`src/include/mem_defines.svh`:
```
/*
 * Data cache geometry and address field widths for the memory stage.
 * Included by the package, the cache modules and the testbench.
 * 64 direct-mapped sets of 16-byte lines on a 64-bit address.
 */
`ifndef MEM_DEFINES_SVH
`define MEM_DEFINES_SVH

// set index and byte offset within a line
`define DC_INDEX_W  6
`define DC_OFFSET_W 4

// whatever is left of the 64-bit address
`define DC_TAG_W    (64 - `DC_INDEX_W - `DC_OFFSET_W)

`define DC_SETS     (1 << `DC_INDEX_W)

// one line moves in a single 128-bit bus beat
`define DC_LINE_W   128

`endif

```
`src/rtl/mem_pkg.sv`:
```
/*
 * Shared types of the memory stage: the 3-bit memory operation code
 * and the cache view of an address. Referenced by scoped names only.
 */
`include "mem_defines.svh"

package mem_pkg;

    // bits 1..0 give the access size for loads and stores alike
    typedef enum logic [2:0] {
        MEM_LW  = 3'b000,
        MEM_LB  = 3'b001,
        MEM_LH  = 3'b010,
        MEM_LD  = 3'b011,
        MEM_LWU = 3'b100,
        MEM_LBU = 3'b101,
        MEM_LHU = 3'b110,
        MEM_INV = 3'b111  // reads as zero
    } mem_op_e;

    typedef struct packed {
        logic [`DC_TAG_W-1:0]   tag;
        logic [`DC_INDEX_W-1:0] index;
        logic                   word_sel;  // upper or lower half of the line
        logic [2:0]             byte_off;
    } dc_addr_fields_t;

    // raw for the bus, fields for the lookup
    typedef union packed {
        logic [63:0]     raw;
        dc_addr_fields_t f;
    } dc_addr_u;

endpackage

```
`src/rtl/load_align.sv`:
```
/*
 * Load alignment. Shifts the selected 64-bit word down by the byte
 * offset, keeps the size of the operation and sign- or zero-extends it.
 * The invalid code returns zero.
 */
`timescale 1ns/100ps

module load_align (
    input  mem_pkg::mem_op_e mem_op_i,
    input  logic [2:0]       byte_off_i,
    input  logic [63:0]      word_i,
    output logic [63:0]      rdata_o
);

    logic [63:0] shifted;

    assign shifted = word_i >> {byte_off_i, 3'b000};

    always_comb begin
        case (mem_op_i)
            mem_pkg::MEM_LW: begin
                rdata_o = {{32{shifted[31]}}, shifted[31:0]};
            end
            mem_pkg::MEM_LB: begin
                rdata_o = {{56{shifted[7]}}, shifted[7:0]};
            end
            mem_pkg::MEM_LH: begin
                rdata_o = {{48{shifted[15]}}, shifted[15:0]};
            end
            mem_pkg::MEM_LD: begin
                rdata_o = shifted;  // full word, nothing to extend
            end
            mem_pkg::MEM_LWU: begin
                rdata_o = {32'd0, shifted[31:0]};
            end
            mem_pkg::MEM_LBU: begin
                rdata_o = {56'd0, shifted[7:0]};
            end
            mem_pkg::MEM_LHU: begin
                rdata_o = {48'd0, shifted[15:0]};
            end
            default: begin
                rdata_o = 64'd0;
            end
        endcase
    end

endmodule

```
`config.mk`:
```
export PLATFORM = sky130hd
export DESIGN_NAME = load_align
export DESIGN_NICKNAME = d
export VERILOG_FILES = /design/src/rtl/mem_pkg.sv /design/src/rtl/load_align.sv
export VERILOG_INCLUDE_DIRS = /design/src /design/src/include
export SDC_FILE = /design/constraint.sdc
export NUM_CORES = 1
export LEC_CHECK = 0
export CAP_MARGIN = 20
export CORE_MARGIN = 1
export CORE_UTILIZATION = 35
export DETAILED_ROUTE_END_ITERATION = 8
export DONT_BUFFER_PORTS = 1
export PLACE_DENSITY = 0.58
export SLEW_MARGIN = 15
export SYNTH_ARGS = -nofsm -noshare
export SYNTH_HDL_FRONTEND = slang
export SYNTH_SLANG_ARGS = --single-unit
export TNS_END_PERCENT = 10
```
`constraint.sdc`:
```
create_clock -name vclk -period 2.3
set_input_delay 0.46 -clock vclk [all_inputs]
set_output_delay 0.46 -clock vclk [all_outputs]
set_load 0.02 [all_outputs]
```
==> metrics.md <==
| Metric | Value |
|---|---|
| Status | finished clean |
| Pleak | 1.325 nW |
| Share of cells above drive strength 1 | 32.43% |
| Max-slew headroom | 62.70% |
| Pins Over Slew Limit | 0 |
| Mapped Nets | 373 |
| Crit-path slowest cell | mux2i_1 |
| Initial Util | 36.94% |
| Max IR drop VDD | 0.00008065 V |
| Initial antenna violation count | 0 |
| Register Area | 0 um2 |
| Via Count | 2688 |
| Vias in the first global route | 2497 |
| RePlAce Congestion | 0.8454 |
| # port buffers | 0 |
| Max-cap violation count | 0 |
| Pwr Total | 0.7166 mW |
| Crit end category | primary output |
| GRT Overall Usage | 22.97% |
| First-pass GRT wire length | 13800 um |
| Hold crit path type | in -> out |
| Final WL | 9144 um |
| Routed vias/inst | 6.266 |
| Die Y | 87.61 um |
| Top post-synthesis cells by area | mux4_2 23%, mux2i_1 21%, nand4_1 7.8% |
| Final-report hold violation count | 0 |
| Num rows | 30 |
| DRT Pass-1 Iters | 5 |
| Worst EP arrival | 1730 ps |
| CP peak stage delay | 370 ps |
| Die width | 87.61 um |
| Synth top area share | 22.83% |
| RSZ-0062 raised after global routing | false |
| Fmax | 457.6 MHz |
| Crit Path Class | in -> out |
| Cts repair resizes | 0 |
| Most used cell, CP | o21ai_2 |
| Total grt overflow | 0 |
| Unique masters post-synth | 39 |
| # fillers | 735 |
| Die footprint | 7675 um2 |
| # diodes | 0 |
| Clock buf count | 0 |
| Core Footprint | 6944 um2 |
| Residual DRC | 0 |
| DR iter-0 viols | 140 |
| Post-CTS Setup Inserts | 0 |
| Layout area overhead | 13.17% |
| Startpoint Class | primary input |
| Cell count after synthesis | 303 |
| Required time of the critical path | 1840 ps |
| Least-Margin Pin Slew | 559.4 ps |
| Largest area contributor in the netlist | mux4_2 |
| DR WL/cell | 21.31 um |
| Syn Area/Cell | 8.465 um2 |
| Area of the multi-input gates | 2212 um2 |
| Final setup viols | 0 |
| Yosys warning total | 0 |
| Hold Path Stages | 3 |
| Synth Cell Area | 2565 um2 |
| # nets final | 405 |
| CP Max Fanout | 52 |
| Hold buffers post-CTS | 0 |
| Hpwl dp | 6770 um |
| Placed Cells | 429 |
| Setup TNS | 0 ps |
| Final worst-path cycle share | 95.01% |
| Largest net degree at the start of global routing | 72 |
| Core Util, Final | 41.80% |
| Post-DRT Antenna Nets | 0 |
| Final Critical Period | 2185 ps |
| Non-Filler Instances | 429 |
| CP cell instances | mux2i_1 -> o21ai_2 -> o21ai_2 -> buf_12 -> nand4_1 -> buf_4 |
| Ports | 134 |
| Count of flip-flops and latches | 0 |
| P per Cell Area | 246.9 nW/um2 |
| Sequential share of the synthesized area | 0% |
layout by cell type, fill, tap and decap left out, types with 2 or more instances in the layout:
master / instances
nand4_1: 32
or2b_1: 2
o21ai_2: 2
mux4_2: 26
o21ai_0: 13
nor2b_1: 7
buf_12: 3
o211ai_1: 3
a22oi_2: 2
buf_4: 67
nor2_1: 11
nand3b_1: 3
nand2_1: 38
nand2b_1: 9
nand3_1: 17
mux2i_1: 53
nor3_1: 5
and2_1: 2
o2bb2ai_1: 18
o21ai_1: 5
per-stage QoR:
stage          hold slack, ps  setup slack (ps)  cell area (um2)
6_report                 1163             114.9             2903
5_1_grt                  1171             64.52             2903
4_1_cts                  1160             64.89             2900
3_5_place_dp             1160             75.50             2900
3_3_place_gp             1161             135.9             2900
2_1_floorplan            1134             85.59             2565
cells in the mapped netlist:
master     count
nor3_2         1
nand3b_1       3
nor2b_1        8
nand4_1       32
nor2_2         1
inv_1          1
o211ai_1       3
buf_12         1
mux2i_4        1
nand3_2        1
o221ai_2       1
clkbuf_1       3
o21ai_1        5
nor4_4         1
inv_2          1
or2b_1         2
nand2_1       38
a22oi_1        1
buf_8          2
nor3b_1        1
a21oi_1        1
buf_1          2
a22oi_2        2
o2bb2ai_1     18
o2111ai_1      1
buf_2         10
or4b_1         1
o21ai_2        2
buf_6         17
mux2i_1       53
o21ai_0       13
and2_1         2
nor2_1        11
buf_4          5
nand2b_1       9
and3_1         1
nor3_1         5
mux4_2        26
nand3_1       17
power by group:
part	switching, mW	total [mW]	internal (mW)	leakage (nW)
logic	0.379	0.717	0.337	1.32
clock network	0	0	0	0
registers	0	0	0	0
routing by layer:
metal / global-route usage, % / vias up / routed length, um
met3: 4.430 / 10 / 841
met5: 0 / - / 0
met1: 33.14 / 1312 / 3931
met2: 35.80 / 122 / 4204
met4: 4.322 / 0 / 165
li1: - / 1244 / -
worst max-delay path, delay by kind of cell:
family                 cells  cell delay [ps]
buffers and inverters      2              390
muxes                      1              370
AOI/OAI and AO/OA          2              360
and+or+nand+nor            1              120
logic make-up (layout without fill, tap and decap cells):
family                 after synthesis  count (layout)  share of synthesized area (%)
muxes                               80              80                          44.39
buffers and inverters               42              72                          13.85
AOI/OAI and AO/OA                   47              47                          13.61
and+or+nand+nor                    134             134                          28.15
area by class of cell:
cell class / instances / area share (%)
Tap cell: 96 / 4.138
Multi-Input combinational cell: 261 / 76.21
Inverter: 2 / 0.2586
Timing Repair Buffer: 70 / 19.40
worst paths after layout:
kind | from | slack, ps | end
hold / removal | word_i[56] | 1160 | rdata_o[56]
setup / recovery | byte_off_i[1] | 110 | rdata_o[36]
Power figures use the tool's default switching activity.
