File: src/include/mem_defines.svh
/*
 * Data cache geometry and address field widths for the memory stage.
 * Included by the package, the cache modules and the testbench.
 * 64 direct-mapped sets of 16-byte lines on a 64-bit address.
 */
`ifndef MEM_DEFINES_SVH
`define MEM_DEFINES_SVH

// set index and byte offset within a line
`define DC_INDEX_W  6
`define DC_OFFSET_W 4

// whatever is left of the 64-bit address
`define DC_TAG_W    (64 - `DC_INDEX_W - `DC_OFFSET_W)

`define DC_SETS     (1 << `DC_INDEX_W)

// one line moves in a single 128-bit bus beat
`define DC_LINE_W   128

`endif

File: src/rtl/mem_pkg.sv
/*
 * Shared types of the memory stage: the 3-bit memory operation code
 * and the cache view of an address. Referenced by scoped names only.
 */
`include "mem_defines.svh"

package mem_pkg;

    // bits 1..0 give the access size for loads and stores alike
    typedef enum logic [2:0] {
        MEM_LW  = 3'b000,
        MEM_LB  = 3'b001,
        MEM_LH  = 3'b010,
        MEM_LD  = 3'b011,
        MEM_LWU = 3'b100,
        MEM_LBU = 3'b101,
        MEM_LHU = 3'b110,
        MEM_INV = 3'b111  // reads as zero
    } mem_op_e;

    typedef struct packed {
        logic [`DC_TAG_W-1:0]   tag;
        logic [`DC_INDEX_W-1:0] index;
        logic                   word_sel;  // upper or lower half of the line
        logic [2:0]             byte_off;
    } dc_addr_fields_t;

    // raw for the bus, fields for the lookup
    typedef union packed {
        logic [63:0]     raw;
        dc_addr_fields_t f;
    } dc_addr_u;

endpackage

File: src/rtl/dcache_ctrl.sv
/*
 * Data cache controller. Steps through lookup, write-back of a dirty
 * victim, refill and the response cycle, drives the 128-bit memory bus
 * and produces the busy level for the pipeline. A hit answers in the
 * cycle after the lookup edge.
 */
`timescale 1ns/100ps
`include "mem_defines.svh"

module dcache_ctrl (
    input  logic                   clk,
    input  logic                   rst,
    input  logic                   vis_mem_i,
    input  logic                   req_rw_i,
    input  mem_pkg::dc_addr_u      addr_i,
    input  logic                   hit_i,
    input  logic                   dirty_i,
    input  logic [`DC_TAG_W-1:0]   victim_tag_i,
    input  logic [`DC_LINE_W-1:0]  victim_line_i,
    output logic                   word_we_o,
    output logic                   fill_we_o,
    output logic [`DC_LINE_W-1:0]  fill_line_o,
    output logic                   cpu_ready_o,
    output logic                   m_busy_o,
    output logic [63:0]            d_rw_addr_o,
    output logic                   d_rw_req_o,
    output logic                   d_rw_valid_o,
    output logic [`DC_LINE_W-1:0]  d_rw_w_data_o,
    input  logic [`DC_LINE_W-1:0]  d_data_read_i,
    input  logic                   d_rw_ready_i
);

    localparam logic [2:0] S_IDLE   = 3'd0;
    localparam logic [2:0] S_LOOKUP = 3'd1;
    localparam logic [2:0] S_WBACK  = 3'd2;
    localparam logic [2:0] S_REFILL = 3'd3;
    localparam logic [2:0] S_RESP   = 3'd4;

    logic [2:0]  state_q;
    logic [2:0]  state_d;
    logic [63:0] victim_addr;
    logic [63:0] refill_addr;

    always_comb begin
        state_d = state_q;
        case (state_q)
            S_IDLE: begin
                if (vis_mem_i) begin
                    state_d = S_LOOKUP;
                end
            end
            S_LOOKUP: begin
                if (hit_i) begin
                    state_d = S_RESP;
                end else if (dirty_i) begin
                    state_d = S_WBACK;
                end else begin
                    state_d = S_REFILL;
                end
            end
            S_WBACK: begin
                if (d_rw_ready_i) begin
                    state_d = S_REFILL;
                end
            end
            S_REFILL: begin
                if (d_rw_ready_i) begin
                    state_d = S_RESP;
                end
            end
            default: begin
                state_d = S_IDLE;  // one idle cycle after each response
            end
        endcase
    end

    always_ff @(posedge clk) begin
        if (rst) begin
            state_q <= S_IDLE;
        end else begin
            state_q <= state_d;
        end
    end

    // victim line lives at its old tag with the same index
    assign victim_addr = {victim_tag_i, addr_i.f.index, {`DC_OFFSET_W{1'b0}}};
    assign refill_addr = {addr_i.raw[63:`DC_OFFSET_W], {`DC_OFFSET_W{1'b0}}};

    // bus outputs come straight off the state, so they hold under back-pressure
    assign d_rw_valid_o  = (state_q == S_WBACK) || (state_q == S_REFILL);
    assign d_rw_req_o    = (state_q == S_WBACK);
    assign d_rw_addr_o   = (state_q == S_WBACK) ? victim_addr : refill_addr;
    assign d_rw_w_data_o = victim_line_i;

    assign fill_we_o   = (state_q == S_REFILL) && d_rw_ready_i;
    assign fill_line_o = d_data_read_i;  // sampled in the ready cycle

    assign cpu_ready_o = (state_q == S_RESP);
    assign word_we_o   = cpu_ready_o && req_rw_i;  // store lands at the ready edge
    assign m_busy_o    = vis_mem_i && !cpu_ready_o;

endmodule

File: config.mk
export PLATFORM = sky130hd
export DESIGN_NAME = dcache_ctrl
export DESIGN_NICKNAME = d
export VERILOG_FILES = /design/src/rtl/mem_pkg.sv /design/src/rtl/dcache_ctrl.sv
export VERILOG_INCLUDE_DIRS = /design/src /design/src/include
export SDC_FILE = /design/constraint.sdc
export NUM_CORES = 1
export LEC_CHECK = 0
export BUFFER_PORTS_ARGS = -buffer_cell sky130_fd_sc_hd__buf_2
export CORE_AREA = 5 5 271 273
export CTS_CLUSTER_DIAMETER = 40
export CTS_CLUSTER_SIZE = 14
export DETAILED_ROUTE_END_ITERATION = 8
export DIE_AREA = 0 0 276 278
export RECOVER_POWER = 100
export SYNTH_ARGS = -nofsm -noshare
export SYNTH_HDL_FRONTEND = slang
export SYNTH_SLANG_ARGS = --single-unit
File: constraint.sdc
create_clock -name clk -period 1.5 [get_ports clk]
set_clock_uncertainty 0.1 [all_clocks]
set_input_delay 0.15 -clock clk [delete_from_list [all_inputs] [get_ports clk]]
set_output_delay 0.15 -clock clk [all_outputs]
set_load 0.01 [all_outputs]
==> metrics.yaml <==
p_leak_nw: 1.44
drive_above_1_share_pct: 92.7
synthArstFlopShare_pct: 0
rsz0062_at_grt: "true"
post-route-util_pct: 5.38
synthCells: 350
grt_pass1_vias: 2013
setup_tns_ns: -19.11
fin_total_pwr_mw: 1.59
fp-row-count: 98
worst_slack_ns: -0.374
via_per_inst: 1.67
avgSynthCellArea_um2: 8.93
fill_cells: 8358
syn2layout_area_growth_pct: 21.9
cts_tree: "built"
ys_ff_latch: 3
hold_viol_final: 0
final_cells: 1226
finalCritPeriodShare_pct: 125
antenna_found_initial: 6
hold_buffers: 0
overflow: 0
drt_first_pass_iters: 4
nNetsFinal: 657
die_area_um2: 76700
cp_max_fo: 8
cts_root_buf: "clkbuf_16"
yosys_warnings: 0
synth_area_leaders: "buf_4 (64%), mux2_4 (24%), buf_12 (3.8%)"
power_density_nw_per_um2: 417
wirelength_um: 20200
ant_nets: 0
placement.io_buffers: 174
vias: 2044
clkLatencyLatePin_ns: 0.22
clk_path_buf_depth: 2
largest_reg_flops: 3
cts-buffers-inserted: 3
syn_area_um2: 3130
track_usage_pct: 4.48
cp-start-kind: "register"
start_util_pct: 4.41
yosysUniqueCellTypes: 21
ir_drop_mv: 0.488
worstSetupPathType: "register to primary output"
remaining_drc_errors: 0
cts_sinks: 3
finalSetupViolations: 57
worstHoldPathType: "input port to register"
outcome: "finished, violations left"
place_inst: 1212
wl_per_cell_um: 16.5
grt_start_max_net_pins: 31
max_freq_mhz: 534
ys_seq_area_share_pct: 1.92
fp.dieH_um: 278
die_w_um: 276
end_kind: "primary output"
ys.flop_type: "dfxtp_1"
violations: "setup timing"
slew_violations: 0
htree_levels: 1
dp_slack_ns: -0.154
io_pins: 707
cap_viol_max_count: 0
clk_pin_slew_ns: 0.03
grt_pass1_wl_um: 22500
synth_largest_area_cell: "buf_4"
worstPathArrival_ns: 1.62
worstPathRequired_ns: 1.25
synth.top_cell.area_share_pct: 64.1
globalplace.congestion: 0.844
reg.largest.list: "state_q: 3 flops"
top_register: "state_q"
finalCriticalPeriod_ns: 1.87
synth_edf_count: 0
drt_iter0_markers: 33
hpwl_um: 17500
core_area_um2: 70900
## final timing paths
check                                from                       to  slack, ns  cells after the start
setup / recovery  state_q[1]$_SDFFE_PP0P_          d_rw_addr_o[17]      -0.37                      6
hold / removal                        rst  state_q[1]$_SDFFE_PP0P_       0.05                      2
setup reg to reg  state_q[0]$_SDFFE_PP0P_  state_q[0]$_SDFFE_PP0P_       0.09                      5
hold reg to reg   state_q[2]$_SDFFE_PP0P_  state_q[2]$_SDFFE_PP0P_       0.43                      2
## synthesized netlist by cell type (all sizes together), types with 2 or more instances
| cell | count |
|---|---|
| buf | 274 |
| nor3 | 2 |
| dfxtp | 3 |
| nor2b | 5 |
| mux2 | 54 |
## timing repair
action                                 in CTS  in global routing
setup endpoints to repair                  58                 58
gates cloned                                0                  6
resized for setup                          62                 19
buffers inserted                            1                  3
pin swaps                                   2                  2
endpoints found under the hold margin       0                  0
## cell families (layout without fill, tap and decap cells)
group	after synthesis	after routing	synth area share, %
buffers and inverters	274	196	68.3
other	1	5	0.120
AND/OR/NAND/NOR	14	14	3.24
flip-flops	3	3	1.92
multiplexers	55	55	25.7
AO/OA/AOI/OAI	3	3	0.721
## metrics by stage
step	hold WS, ns	area [um^2]
after global routing	0.0533	3810
after CTS	0.0462	3580
after detailed placement	0.200	3150
final	0.0512	3810
after floorplan	0.119	3140
after global placement	0.200	3150
## layer usage
| metal | global-route usage [%] | routed length [um] |
|---|---|---|
| met5 | 0.977 | 157 |
| met4 | 2.47 | 1350 |
| met3 | 6.59 | 6210 |
| met2 | 7.80 | 9520 |
| met1 | 1.64 | 2930 |
## report_power, final
part / total, mW / internal (mW) / switching [mW]
clock: 0.425 / 0.351 / 0.0742
combinational: 1.07 / 0.678 / 0.390
sequential: 0.0977 / 0.0902 / 0.00749
## cells in the final DEF (no fill, tap or decap), drive strengths merged
master,netlist,routed
or4,1,1
and2,1,1
mux2,54,54
o31a,1,1
o32ai,1,1
clkbuf,0,11
o21ai,1,1
nor2b,5,5
buf,274,185
and3,1,1
conb,1,4
nor3b,1,1
dfxtp,3,3
diode,0,1
nand3,1,1
nor3,2,2
nor4b,1,1
mux2i,1,1
nand2,1,1
## critical path: stages (launching register included)
cell and delay (ns):
dfxtp_2 0.32, nor2b_4 0.14, nor2b_4 0.18, buf_12 0.16, clkbuf_16 0.18, mux2_4 0.31, buf_6 0.12
## layout make-up
cell class                 instances  area [um^2]  share of cell area, %
timing repair buffer             192         1500                   39.4
clock buffer                       4         78.8                   2.07
tap                              950         1190                   31.2
sequential                         3         66.3                   1.74
antenna                            1         2.50                 0.0657
multi-input combinational         76          975                   25.6
No activity file was read; power rests on OpenSTA's default activity.
