`src/include/mem_defines.svh`:
```
/*
 * Data cache geometry and address field widths for the memory stage.
 * Included by the package, the cache modules and the testbench.
 * 64 direct-mapped sets of 16-byte lines on a 64-bit address.
 */
`ifndef MEM_DEFINES_SVH
`define MEM_DEFINES_SVH

// set index and byte offset within a line
`define DC_INDEX_W  6
`define DC_OFFSET_W 4

// whatever is left of the 64-bit address
`define DC_TAG_W    (64 - `DC_INDEX_W - `DC_OFFSET_W)

`define DC_SETS     (1 << `DC_INDEX_W)

// one line moves in a single 128-bit bus beat
`define DC_LINE_W   128

`endif

```
`src/rtl/mem_pkg.sv`:
```
/*
 * Shared types of the memory stage: the 3-bit memory operation code
 * and the cache view of an address. Referenced by scoped names only.
 */
`include "mem_defines.svh"

package mem_pkg;

    // bits 1..0 give the access size for loads and stores alike
    typedef enum logic [2:0] {
        MEM_LW  = 3'b000,
        MEM_LB  = 3'b001,
        MEM_LH  = 3'b010,
        MEM_LD  = 3'b011,
        MEM_LWU = 3'b100,
        MEM_LBU = 3'b101,
        MEM_LHU = 3'b110,
        MEM_INV = 3'b111  // reads as zero
    } mem_op_e;

    typedef struct packed {
        logic [`DC_TAG_W-1:0]   tag;
        logic [`DC_INDEX_W-1:0] index;
        logic                   word_sel;  // upper or lower half of the line
        logic [2:0]             byte_off;
    } dc_addr_fields_t;

    // raw for the bus, fields for the lookup
    typedef union packed {
        logic [63:0]     raw;
        dc_addr_fields_t f;
    } dc_addr_u;

endpackage

```
`src/rtl/store_align.sv`:
```
/*
 * Store alignment. Moves the low 1, 2, 4 or 8 bytes of the store data
 * up to the byte offset inside the 64-bit word and builds the byte mask.
 * Bytes that would cross the word boundary are dropped.
 */
`timescale 1ns/100ps

module store_align (
    input  mem_pkg::mem_op_e mem_op_i,
    input  logic [2:0]       byte_off_i,
    input  logic [63:0]      wdata_i,
    output logic [63:0]      st_data_o,
    output logic [7:0]       st_mask_o
);

    logic [63:0] sized_data;
    logic [7:0]  size_mask;

    always_comb begin
        case (mem_op_i[1:0])
            2'b01: begin  // byte
                size_mask  = 8'h01;
                sized_data = {56'd0, wdata_i[7:0]};
            end
            2'b10: begin  // half
                size_mask  = 8'h03;
                sized_data = {48'd0, wdata_i[15:0]};
            end
            2'b00: begin  // word
                size_mask  = 8'h0f;
                sized_data = {32'd0, wdata_i[31:0]};
            end
            default: begin  // double
                size_mask  = 8'hff;
                sized_data = wdata_i;
            end
        endcase
    end

    // shifting past bit 63 drops the crossing bytes
    assign st_data_o = sized_data << {byte_off_i, 3'b000};
    assign st_mask_o = size_mask << byte_off_i;

endmodule

```
`config.mk`:
```
export PLATFORM = sky130hd
export DESIGN_NAME = store_align
export DESIGN_NICKNAME = d
export VERILOG_FILES = /design/src/rtl/mem_pkg.sv /design/src/rtl/store_align.sv
export VERILOG_INCLUDE_DIRS = /design/src /design/src/include
export SDC_FILE = /design/constraint.sdc
export NUM_CORES = 1
export LEC_CHECK = 0
export BUFFER_PORTS_ARGS = -buffer_cell sky130_fd_sc_hd__clkbuf_2
export CAP_MARGIN = 20
export CELL_PAD_IN_SITES_DETAIL_PLACEMENT = 1
export CELL_PAD_IN_SITES_GLOBAL_PLACEMENT = 1
export CORE_MARGIN = 1
export CORE_UTILIZATION = 28
export DETAILED_ROUTE_END_ITERATION = 16
export PLACE_DENSITY = 0.82
export SYNTH_ARGS = -nofsm -noshare
export SYNTH_HDL_FRONTEND = slang
export SYNTH_SLANG_ARGS = --single-unit
```
`constraint.sdc`:
```
create_clock -name vclk -period 1.9
set_clock_uncertainty 0.2 [all_clocks]
set_input_delay 0.38 -clock vclk [all_inputs]
set_output_delay 0.38 -clock vclk [all_outputs]
set_load 0.01 [all_outputs]
```
==> results of run 1 <==
==> cell usage in the layout, fill, tap and decap left out, drive strengths merged, types with 2 or more instances in the layout <==
cell	count
a211oi	10
a21oi	10
a221oi	2
a22oi	29
and2	10
and3b	17
and4b	8
buf	128
clkbuf	121
ha	4
inv	5
mux2	33
mux2i	8
nand2	24
nand2b	2
nand3b	2
nor2	20
nor2b	14
nor3	3
nor3b	2
o2111ai	2
o211a	8
o211ai	7
o21ai	17
o221ai	14
o22ai	9
or2	2
==> synth_stat cells, types with 9 or more instances <==
library cell	count	area [um^2]
o22ai_1	9	56.3
buf_6	10	113
o21ai_0	17	85.1
nor2_1	19	71.3
nor2b_1	14	87.6
nand2_1	24	90.1
a21oi_1	10	50.1
o221ai_1	14	123
and3b_1	17	149
a22oi_1	21	158
and2_1	10	62.6
buf_2	12	60.1
mux2_2	26	293
==> metal layers <==
| metal | track usage, % | vias to the layer above | part of all wire, % |
|---|---|---|---|
| met3 | 3.69 | 51 | 6.9 |
| met1 | 43.3 | 1837 | 41 |
| met5 | 0 | - | 0 |
| li1 | - | 1598 | - |
| met4 | 12.7 | 0 | 3.4 |
| met2 | 54.8 | 220 | 49 |
==> worst min path at each step <==
stage                               end  slack (ps)  cells after the start
after floorplan           st_data_o[37]         690                      2
after global placement     st_data_o[2]         940                      3
after detailed placement   st_data_o[2]         950                      3
after CTS                  st_data_o[2]         940                      3
after global routing       st_data_o[4]         960                      3
final                      st_data_o[4]         960                      3
==> cells by family after synthesis <==
logic type               after synthesis  synth area share (%)
AO/OA/AOI/OAI                        111                  38.3
XOR/XNOR                               1                 0.379
adder cells (fa/ha/maj)                4                  2.17
buffers and inverters                 38                  10.6
multiplexers                          41                  20.7
AND/OR/NAND/NOR                      105                  27.9
==> cell type report <==
class,instances,area (um^2),area share [%]
multi-input cells,262,2580,54.7
inverters,5,33.8,0.718
well taps,102,128,2.71
repair buffers,249,1970,41.8
==> power breakdown <==
group / internal, W / total (W) / switching, W / leakage [nW]
Sequential: 0 / 0 / 0 / 0
Clock: 0 / 0 / 0 / 0
Combinational: 0.000624 / 0.00128 / 0.000653 / 2.27
==> through the flow <==
step | hold slack [ps] | setup slack (ps) | total power (W) | TNS (ps)
2_1_floorplan | 690 | -143 | 0.000561 | -5000
3_3_place_gp | 943 | -600 | 0.000998 | -29930
3_5_place_dp | 946 | -657 | 0.00104 | -32740
4_1_cts | 943 | -520 | 0.00115 | -23360
5_1_grt | 965 | -518 | 0.00133 | -26720
6_report | 958 | -502 | 0.00128 | -24770
==> what timing repair did <==
item / 4_1_cts / 5_1_grt
endpoints found under the setup margin: 72 / 72
resized for setup: 72 / 70
pin swaps: 28 / 14
cloned: 3 / 1
buffers inserted: 5 / 6
==> summary.md, run 1 <==
| Metric | Value |
|---|---|
| Worst setup EP type | `output pin` |
| Slowest stage delay, CP | `~480 ps` |
| Slew Limit Fails | `0` |
| WP data arrival | `about 1800 ps` |
| Final GP Congestion | `around 0.95` |
| Cell Pwr Density | `around 270 nW/um^2` |
| Worst-margin pin slew | `approximately 350 ps` |
| ANT nets after route | `0` |
| Placed Cells | `between 600 and 700` |
| Net Count, Synth | `374` |
| Crit path launch | `mem_op_i[0]` |
| Placeable Area | `just under 8000 um^2` |
| Fillers | `approximately 940` |
| Post-route DRC violation count | `0` |
| Hold Fails Final Rpt | `0` |
| Static Leak | `between 2 and 2.5 nW` |
| First-pass GRT wire length | `about 22 mm` |
| Status | `complete, but fails checks` |
| Antenna violations before repair | `0` |
| Cell Rows | `32` |
| Peak supply drop | `between 100 and 150 uV` |
| Seq/Total Area, Yosys | `0%` |
| CP max-delay cell | `or3_4` |
| HP Start | `wdata_i[4]` |
| Area Overhead vs Synth | `104%` |
| Mean post-synth cell area | `7.70 um^2` |
| Die area | `~8600 um^2` |
| Layout cell share with drive strength beyond 1 | `around three quarters` |
| Stages on the worst setup path | `7` |
| Distinct cells, synth | `between 40 and 50` |
| Layout Nets | `approximately 600` |
| Final-layout clock buffer total | `0` |
| Final period utilization | `126%` |
| Grt total ovfl | `0` |
| Sequential standard cell area | `0 um^2` |
| Dpl hpwl | `~11 mm` |
| Initial Util | `between 20% and 30%` |
| Cell Chain, Critical Path | `clkbuf_16 -> inv_12 -> ha_4 -> or3_4 -> a22oi_2 -> o22ai_2 -> clkbuf_2` |
| Crit start category | `input port` |
| Worst path top cell family by delay | `simple AND/OR/NAND/NOR gates` |
| Fin crit period | `2400 ps` |
| I/O pin cnt | `between 100 and 150` |
| Mapped Cells | `300` |
| Via count | `approximately 3.7k` |
| Die Y | `92.9 um` |
| Number of antenna diodes | `0` |
| Via/cell ratio | `6.00` |
| Fmax | `roughly 420 MHz` |
| Pin count of the biggest net entering global routing | `23` |
| Hold_buf cts | `0` |
| Critical path type | `in -> out` |
| Final core utilization | `60.0%` |
| Placed Area | `4010 um^2` |
| Tot GR Track Use | `between 30% and 40%` |
| Number of port buffers | `between 100 and 150` |
| Drt first-iter violations | `294` |
| Crit path buf inv count | `3` |
| # setup viols final | `70` |
| Final cell count without fillers | `between 600 and 700` |
| Drt wl/cell | `roughly 25 um` |
| Router iterations before antenna repair | `5` |
| Worst-path maximum fanout | `8` |
| Max-cap violations | `0` |
| Number of synthesis warnings | `0` |
| Vias in the first global route | `~3.9k` |
| Worst EP required | `1320 ps` |
| Unrepaired setup endpoints after global routing | `true` |
| Max-Slew Margin vs Limit | `between 70% and 80%` |
| Final Instance Area | `roughly 4700 um^2` |
| Setup ws final | `-502 ps` |
| Chip width | `roughly 93 um` |
| Sequential cell count | `0` |
| DRT Wirelength | `about 16 mm` |
| Worst hold-check path type | `in -> out` |
| Failing checks | `setup timing` |
| Worst setup path end | `st_data_o[26]` |
| Mapped cell area | `around 2300 um^2` |
Power figures use the tool's default switching activity.
==> run 2: changes to the inputs <==
Settings changed: PLACE_DENSITY 0.82 to 0.92.
==> summary.md, run 2 (same netlist as run 1, synthesis figures left out) <==
| Metric | Value |
|---|---|
| Failing checks | `setup timing (unchanged)` |
| Crit start category | `input port (unchanged)` |
| Fin crit period | `2450 ps (was 2400 ps)` |
| Sequential standard cell area | `0 um^2 (unchanged)` |
| Static Leak | `2.34 nW (was 2.27 nW)` |
| Final GP Congestion | `0.992 (was 0.953)` |
| Max-Slew Margin vs Limit | `67.9% (was 76.3%)` |
| Cell Pwr Density | `289 nW/um^2 (was 271 nW/um^2)` |
| Pin count of the biggest net entering global routing | `23 (unchanged)` |
| Critical path type | `in -> out (unchanged)` |
| Placeable Area | `7850 um^2 (unchanged)` |
| Hold_buf cts | `0 (unchanged)` |
| Unrepaired setup endpoints after global routing | `true (unchanged)` |
| Slew Limit Fails | `0 (unchanged)` |
| Worst EP required | `1320 ps (about the same)` |
| Worst-margin pin slew | `468 ps (was 355 ps)` |
| Antenna violations before repair | `1 (was 0)` |
| Setup ws final | `-555 ps (was -502 ps)` |
| Vias in the first global route | `4176 (was 3864)` |
| Number of antenna diodes | `0 (unchanged)` |
| Crit path launch | `mem_op_i[0] (unchanged)` |
| Hold Fails Final Rpt | `0 (unchanged)` |
| Final period utilization | `129% (was 126%)` |
| Worst setup EP type | `output pin (unchanged)` |
| Drt first-iter violations | `509 (was 294)` |
| Final Instance Area | `4910 um^2 (was 4710 um^2)` |
| ANT nets after route | `0 (unchanged)` |
| Router iterations before antenna repair | `5 (unchanged)` |
| Final-layout clock buffer total | `0 (unchanged)` |
| Cell Rows | `32 (unchanged)` |
| Tot GR Track Use | `37.0% (was 33.0%)` |
| Worst-path maximum fanout | `8 (unchanged)` |
| Die area | `8620 um^2 (unchanged)` |
| Grt total ovfl | `0 (unchanged)` |
| Post-route DRC violation count | `0 (unchanged)` |
| Fmax | `407 MHz (was 416 MHz)` |
| Die Y | `92.9 um (unchanged)` |
| Slowest stage delay, CP | `490 ps (was 480 ps)` |
| First-pass GRT wire length | `24.6 mm (was 22.0 mm)` |
| PnR Total Power | `0.00142 W (was 0.00128 W)` |
| Max-cap violations | `0 (unchanged)` |
| I/O pin cnt | `142 (unchanged)` |
| CP max-delay cell | `or3_4 (unchanged)` |
| Initial Util | `29.4% (unchanged)` |
| Commonest non-fill, non-tap cell in the layout | `clkbuf_2 (unchanged)` |
| Sequential cell count | `0 (unchanged)` |
| # setup viols final | `70 (unchanged)` |
| HP Start | `wdata_i[4] (unchanged)` |
| Drt wl/cell | `32.1 um (was 25.3 um)` |
| Commonest non-fill, non-tap cells in the layout | `100 x clkbuf_2, 78 x buf_4, 34 x buf_6 (was 116 x clkbuf_2, 81 x buf_4, 26 x mux2_2)` |
| Worst hold-check path type | `in -> out (unchanged)` |
| DRT Wirelength | `20.0 mm (was 15.6 mm)` |
| Placed Area | `3960 um^2 (was 4010 um^2)` |
| Area Overhead vs Synth | `112% (was 104%)` |
| Status | `complete, but fails checks (unchanged)` |
| Pre-CTS WS | `-619 ps (was -657 ps)` |
| Layout cell share with drive strength beyond 1 | `77.0% (was 75.6%)` |
| Peak supply drop | `126 uV (was 109 uV)` |
| Via/cell ratio | `6.78 (was 6.00)` |
| Via count | `4230 (was 3706)` |
| WP data arrival | `1870 ps (was 1820 ps)` |
| Dpl hpwl | `11.1 mm (was 10.6 mm)` |
| Layout Nets | `598 (was 592)` |
| Cell Chain, Critical Path | `clkbuf_16 -> inv_12 -> ha_4 -> or3_4 -> a22oi_2 -> o221ai_2 -> clkbuf_2 (was clkbuf_16 -> inv_12 -> ha_4 -> or3_4 -> a22oi_2 -> o22ai_2 -> clkbuf_2)` |
| Number of port buffers | `141 (unchanged)` |
| Chip width | `92.9 um (unchanged)` |
run 2: cell count changes in the layout (fill, tap and decap cells not counted), sizes merged:
cell | previous run | this run
buf | 128 | 146
bufbuf | 0 | 3
clkbuf | 121 | 106
run 2: power breakdown:
group	internal, W	switching [W]
clock network	0	0
logic	0.000666	0.000750
registers	0	0
run 2: critical path, delay by kind of cell:
kind | cells | cell delay (ps)
and+or+nand+nor | 1 | 490
buffers and inverters | 3 | 310
adders and majority gates | 1 | 150
AOI/OAI and AO/OA | 2 | 530
run 2: what timing repair did:
item                                    in CTS  in global routing
endpoints found under the hold margin        0                  0
endpoints found under the setup margin      72                 71
gates cloned                                 7                  0
buffers inserted                            10                 16
gates resized for setup                     73                112
pin swaps                                   34                 21
run 2: cell type report:
class / instances / area (um^2)
timing repair buffer: 255 / 2080
fill: 906 / 2940
multi-input combinational: 262 / 2660
tap: 102 / 128
inverter: 5 / 38.8
run 2: worst paths after layout:
| kind | endpoint | slack (ps) | cells past startpoint |
|---|---|---|---|
| min | st_data_o[4] | 960 | 3 |
| max | st_data_o[45] | -550 | 7 |
run 2: metal layers:
metal  track usage [%]  vias up  share of wire, %  routed length (um)
met5                 0        -                 0                   0
met2              65.2      418                46                9120
met4              15.0        0               8.2                1640
met3              7.06      159                11                2110
li1                  -     1622                 -                   -
met1              43.5     2031                36                7160
run 2: per-stage QoR:
stage          hold slack, ps  setup TNS (ps)  utilization (%)  instances
3_5_place_dp              945          -33000             50.4        594
3_3_place_gp              930          -29850             50.4        594
4_1_cts                   949          -23720             56.8        610
2_1_floorplan             690           -5000                -        300
5_1_grt                   975          -28820             62.5        624
6_report                  957          -27680             62.5        624
==> run 3: changes to the inputs <==
Settings changed: PLACE_DENSITY 0.92 to default, PLACE_DENSITY_LB_ADDON from default to 0.1.
==> summary.md, run 3 (same netlist as run 1, synthesis figures left out) <==
| Metric | Value |
|---|---|
| Status | `complete, but fails checks (unchanged)` |
| Failing checks | `setup timing (unchanged)` |
| Hold_buf cts | `0 (unchanged)` |
| Sequential cell count | `0 (unchanged)` |
| Setup TNS | `-22540 ps (was -27680 ps)` |
| HP Start | `wdata_i[0] (was wdata_i[4])` |
| Max-cap violations | `0 (unchanged)` |
| Final period utilization | `126% (was 129%)` |
| Crit start category | `input port (unchanged)` |
| Worst-margin pin slew | `361 ps (was 468 ps)` |
| Drt wl/cell | `20.3 um (was 32.1 um)` |
| Setup ws final | `-485 ps (was -555 ps)` |
| Antenna violations before repair | `0 (was 1)` |
| Initial Util | `29.4% (unchanged)` |
| Max-Slew Margin vs Limit | `75.2% (was 67.9%)` |
| Cell Chain, Critical Path | `clkbuf_16 -> inv_12 -> ha_4 -> or3_4 -> a22oi_2 -> o221ai_2 -> buf_2 (was clkbuf_16 -> inv_12 -> ha_4 -> or3_4 -> a22oi_2 -> o221ai_2 -> clkbuf_2)` |
| Hold Fails Final Rpt | `0 (unchanged)` |
| # setup viols final | `71 (was 70)` |
| Commonest non-fill, non-tap cell in the layout | `clkbuf_2 (unchanged)` |
| Final cell count without fillers | `611 (was 624)` |
| DRT Wirelength | `12.4 mm (was 20.0 mm)` |
| Chip width | `92.9 um (unchanged)` |
| Drt first-iter violations | `142 (was 509)` |
| Worst-path maximum fanout | `8 (unchanged)` |
| Static Leak | `2.22 nW (was 2.34 nW)` |
| Area Overhead vs Synth | `98.2% (was 112%)` |
| Hold slack | `918 ps (was 957 ps)` |
| Critical path type | `in -> out (unchanged)` |
| Fin crit period | `2380 ps (was 2450 ps)` |
| Cell Rows | `32 (unchanged)` |
| Final Instance Area | `4580 um^2 (was 4910 um^2)` |
| Slew Limit Fails | `0 (unchanged)` |
| Placeable Area | `7850 um^2 (unchanged)` |
| WP data arrival | `1800 ps (was 1870 ps)` |
| Pre-CTS WS | `-634 ps (was -619 ps)` |
| Router iterations before antenna repair | `4 (was 5)` |
| First-pass GRT wire length | `18.9 mm (was 24.6 mm)` |
| Worst setup EP type | `output pin (unchanged)` |
| Layout Nets | `585 (was 598)` |
| Number of antenna diodes | `0 (unchanged)` |
| ANT nets after route | `0 (unchanged)` |
| Peak supply drop | `95.9 uV (was 126 uV)` |
| Worst Hold End | `st_data_o[0] (was st_data_o[4])` |
| Multi-input gate area | `2550 um^2 (was 2660 um^2)` |
| Number of port buffers | `141 (unchanged)` |
| Sequential standard cell area | `0 um^2 (unchanged)` |
| Slowest stage delay, CP | `480 ps (was 490 ps)` |
| Final GP Congestion | `0.808 (was 0.992)` |
| Die area | `8620 um^2 (unchanged)` |
| Die Y | `92.9 um (unchanged)` |
| Placed Cells | `595 (was 594)` |
| Cell Pwr Density | `259 nW/um^2 (was 289 nW/um^2)` |
| Final-layout clock buffer total | `0 (unchanged)` |
| I/O pin cnt | `142 (unchanged)` |
| Placed Area | `3980 um^2 (was 3960 um^2)` |
| Fillers | `970 (was 906)` |
| Via/cell ratio | `5.47 (was 6.78)` |
| Post-route DRC violation count | `0 (unchanged)` |
| Unrepaired setup endpoints after global routing | `true (unchanged)` |
| Tot GR Track Use | `27.8% (was 37.0%)` |
| Fmax | `419 MHz (was 407 MHz)` |
| WHS Path Cells | `3 (unchanged)` |
| Worst hold-check path type | `in -> out (unchanged)` |
| Worst EP required | `1320 ps (about the same)` |
| Pin count of the biggest net entering global routing | `22 (was 23)` |
| Grt total ovfl | `0 (unchanged)` |
| Commonest non-fill, non-tap cells in the layout | `110 x clkbuf_2, 74 x buf_4, 26 x mux2_2 (was 100 x clkbuf_2, 78 x buf_4, 34 x buf_6)` |
| Vias in the first global route | `3418 (was 4176)` |
| Via count | `3341 (was 4230)` |
| Layout cell share with drive strength beyond 1 | `74.1% (was 77.0%)` |
| CP max-delay cell | `or3_4 (unchanged)` |
| Dpl hpwl | `9.47 mm (was 11.1 mm)` |
[run 3: cell type report]
cell class                      instances  area share (%)
Multi-Input combinational cell        262            55.7
Timing Repair Buffer                  242            40.8
Tap cell                              102            2.79
Inverter                                5           0.738
[run 3: per-stage QoR]
step,util [%],total power [W]
2_1_floorplan,-,0.000561
3_3_place_gp,50.7,0.00100
4_1_cts,56.1,0.00113
3_5_place_dp,50.7,0.00102
5_1_grt,58.4,0.00125
6_report,58.4,0.00118
[run 3: worst max-delay path by stage]
stage / slack [ps] / end / cells after the start / startpoint
after floorplan: -140 / st_data_o[63] / 6 / mem_op_i[0]
after global placement: -620 / st_data_o[58] / 8 / mem_op_i[0]
after detailed placement: -630 / st_data_o[51] / 8 / mem_op_i[0]
after CTS: -560 / st_data_o[59] / 8 / mem_op_i[0]
after global routing: -550 / st_data_o[45] / 7 / mem_op_i[0]
final: -480 / st_data_o[45] / 7 / mem_op_i[0]
[run 3: power breakdown]
part / switching (W) / internal (W) / leakage (nW)
Clock: 0 / 0 / 0
Combinational: 0.000586 / 0.000599 / 2.22
Sequential: 0 / 0 / 0
Total: 0.000586 / 0.000599 / 2.22
[run 3: metal layers]
metal | track usage (%) | vias up | wire, um | share of wire [%]
li1 | - | 1583 | - | -
met1 | 40.6 | 1617 | 5740 | 46
met3 | 1.97 | 12 | 676 | 5.4
met2 | 45.6 | 129 | 5900 | 47
met5 | 0 | - | 0 | 0
met4 | 3.08 | 0 | 102 | 0.82
[run 3: worst max-delay path, delay by kind of cell]
family / cells / cell delay (ps)
AOI/OAI and AO/OA: 2 / 480
adders and majority gates: 1 / 140
buffers and inverters: 3 / 310
and+or+nand+nor: 1 / 480
[run 3: repair_timing]
| item | CTS | global route |
|---|---|---|
| cloned | 3 | 0 |
| setup endpoints to repair | 71 | 71 |
| setup buffers | 12 | 4 |
| gates resized for setup | 69 | 65 |
| pin swaps | 24 | 21 |
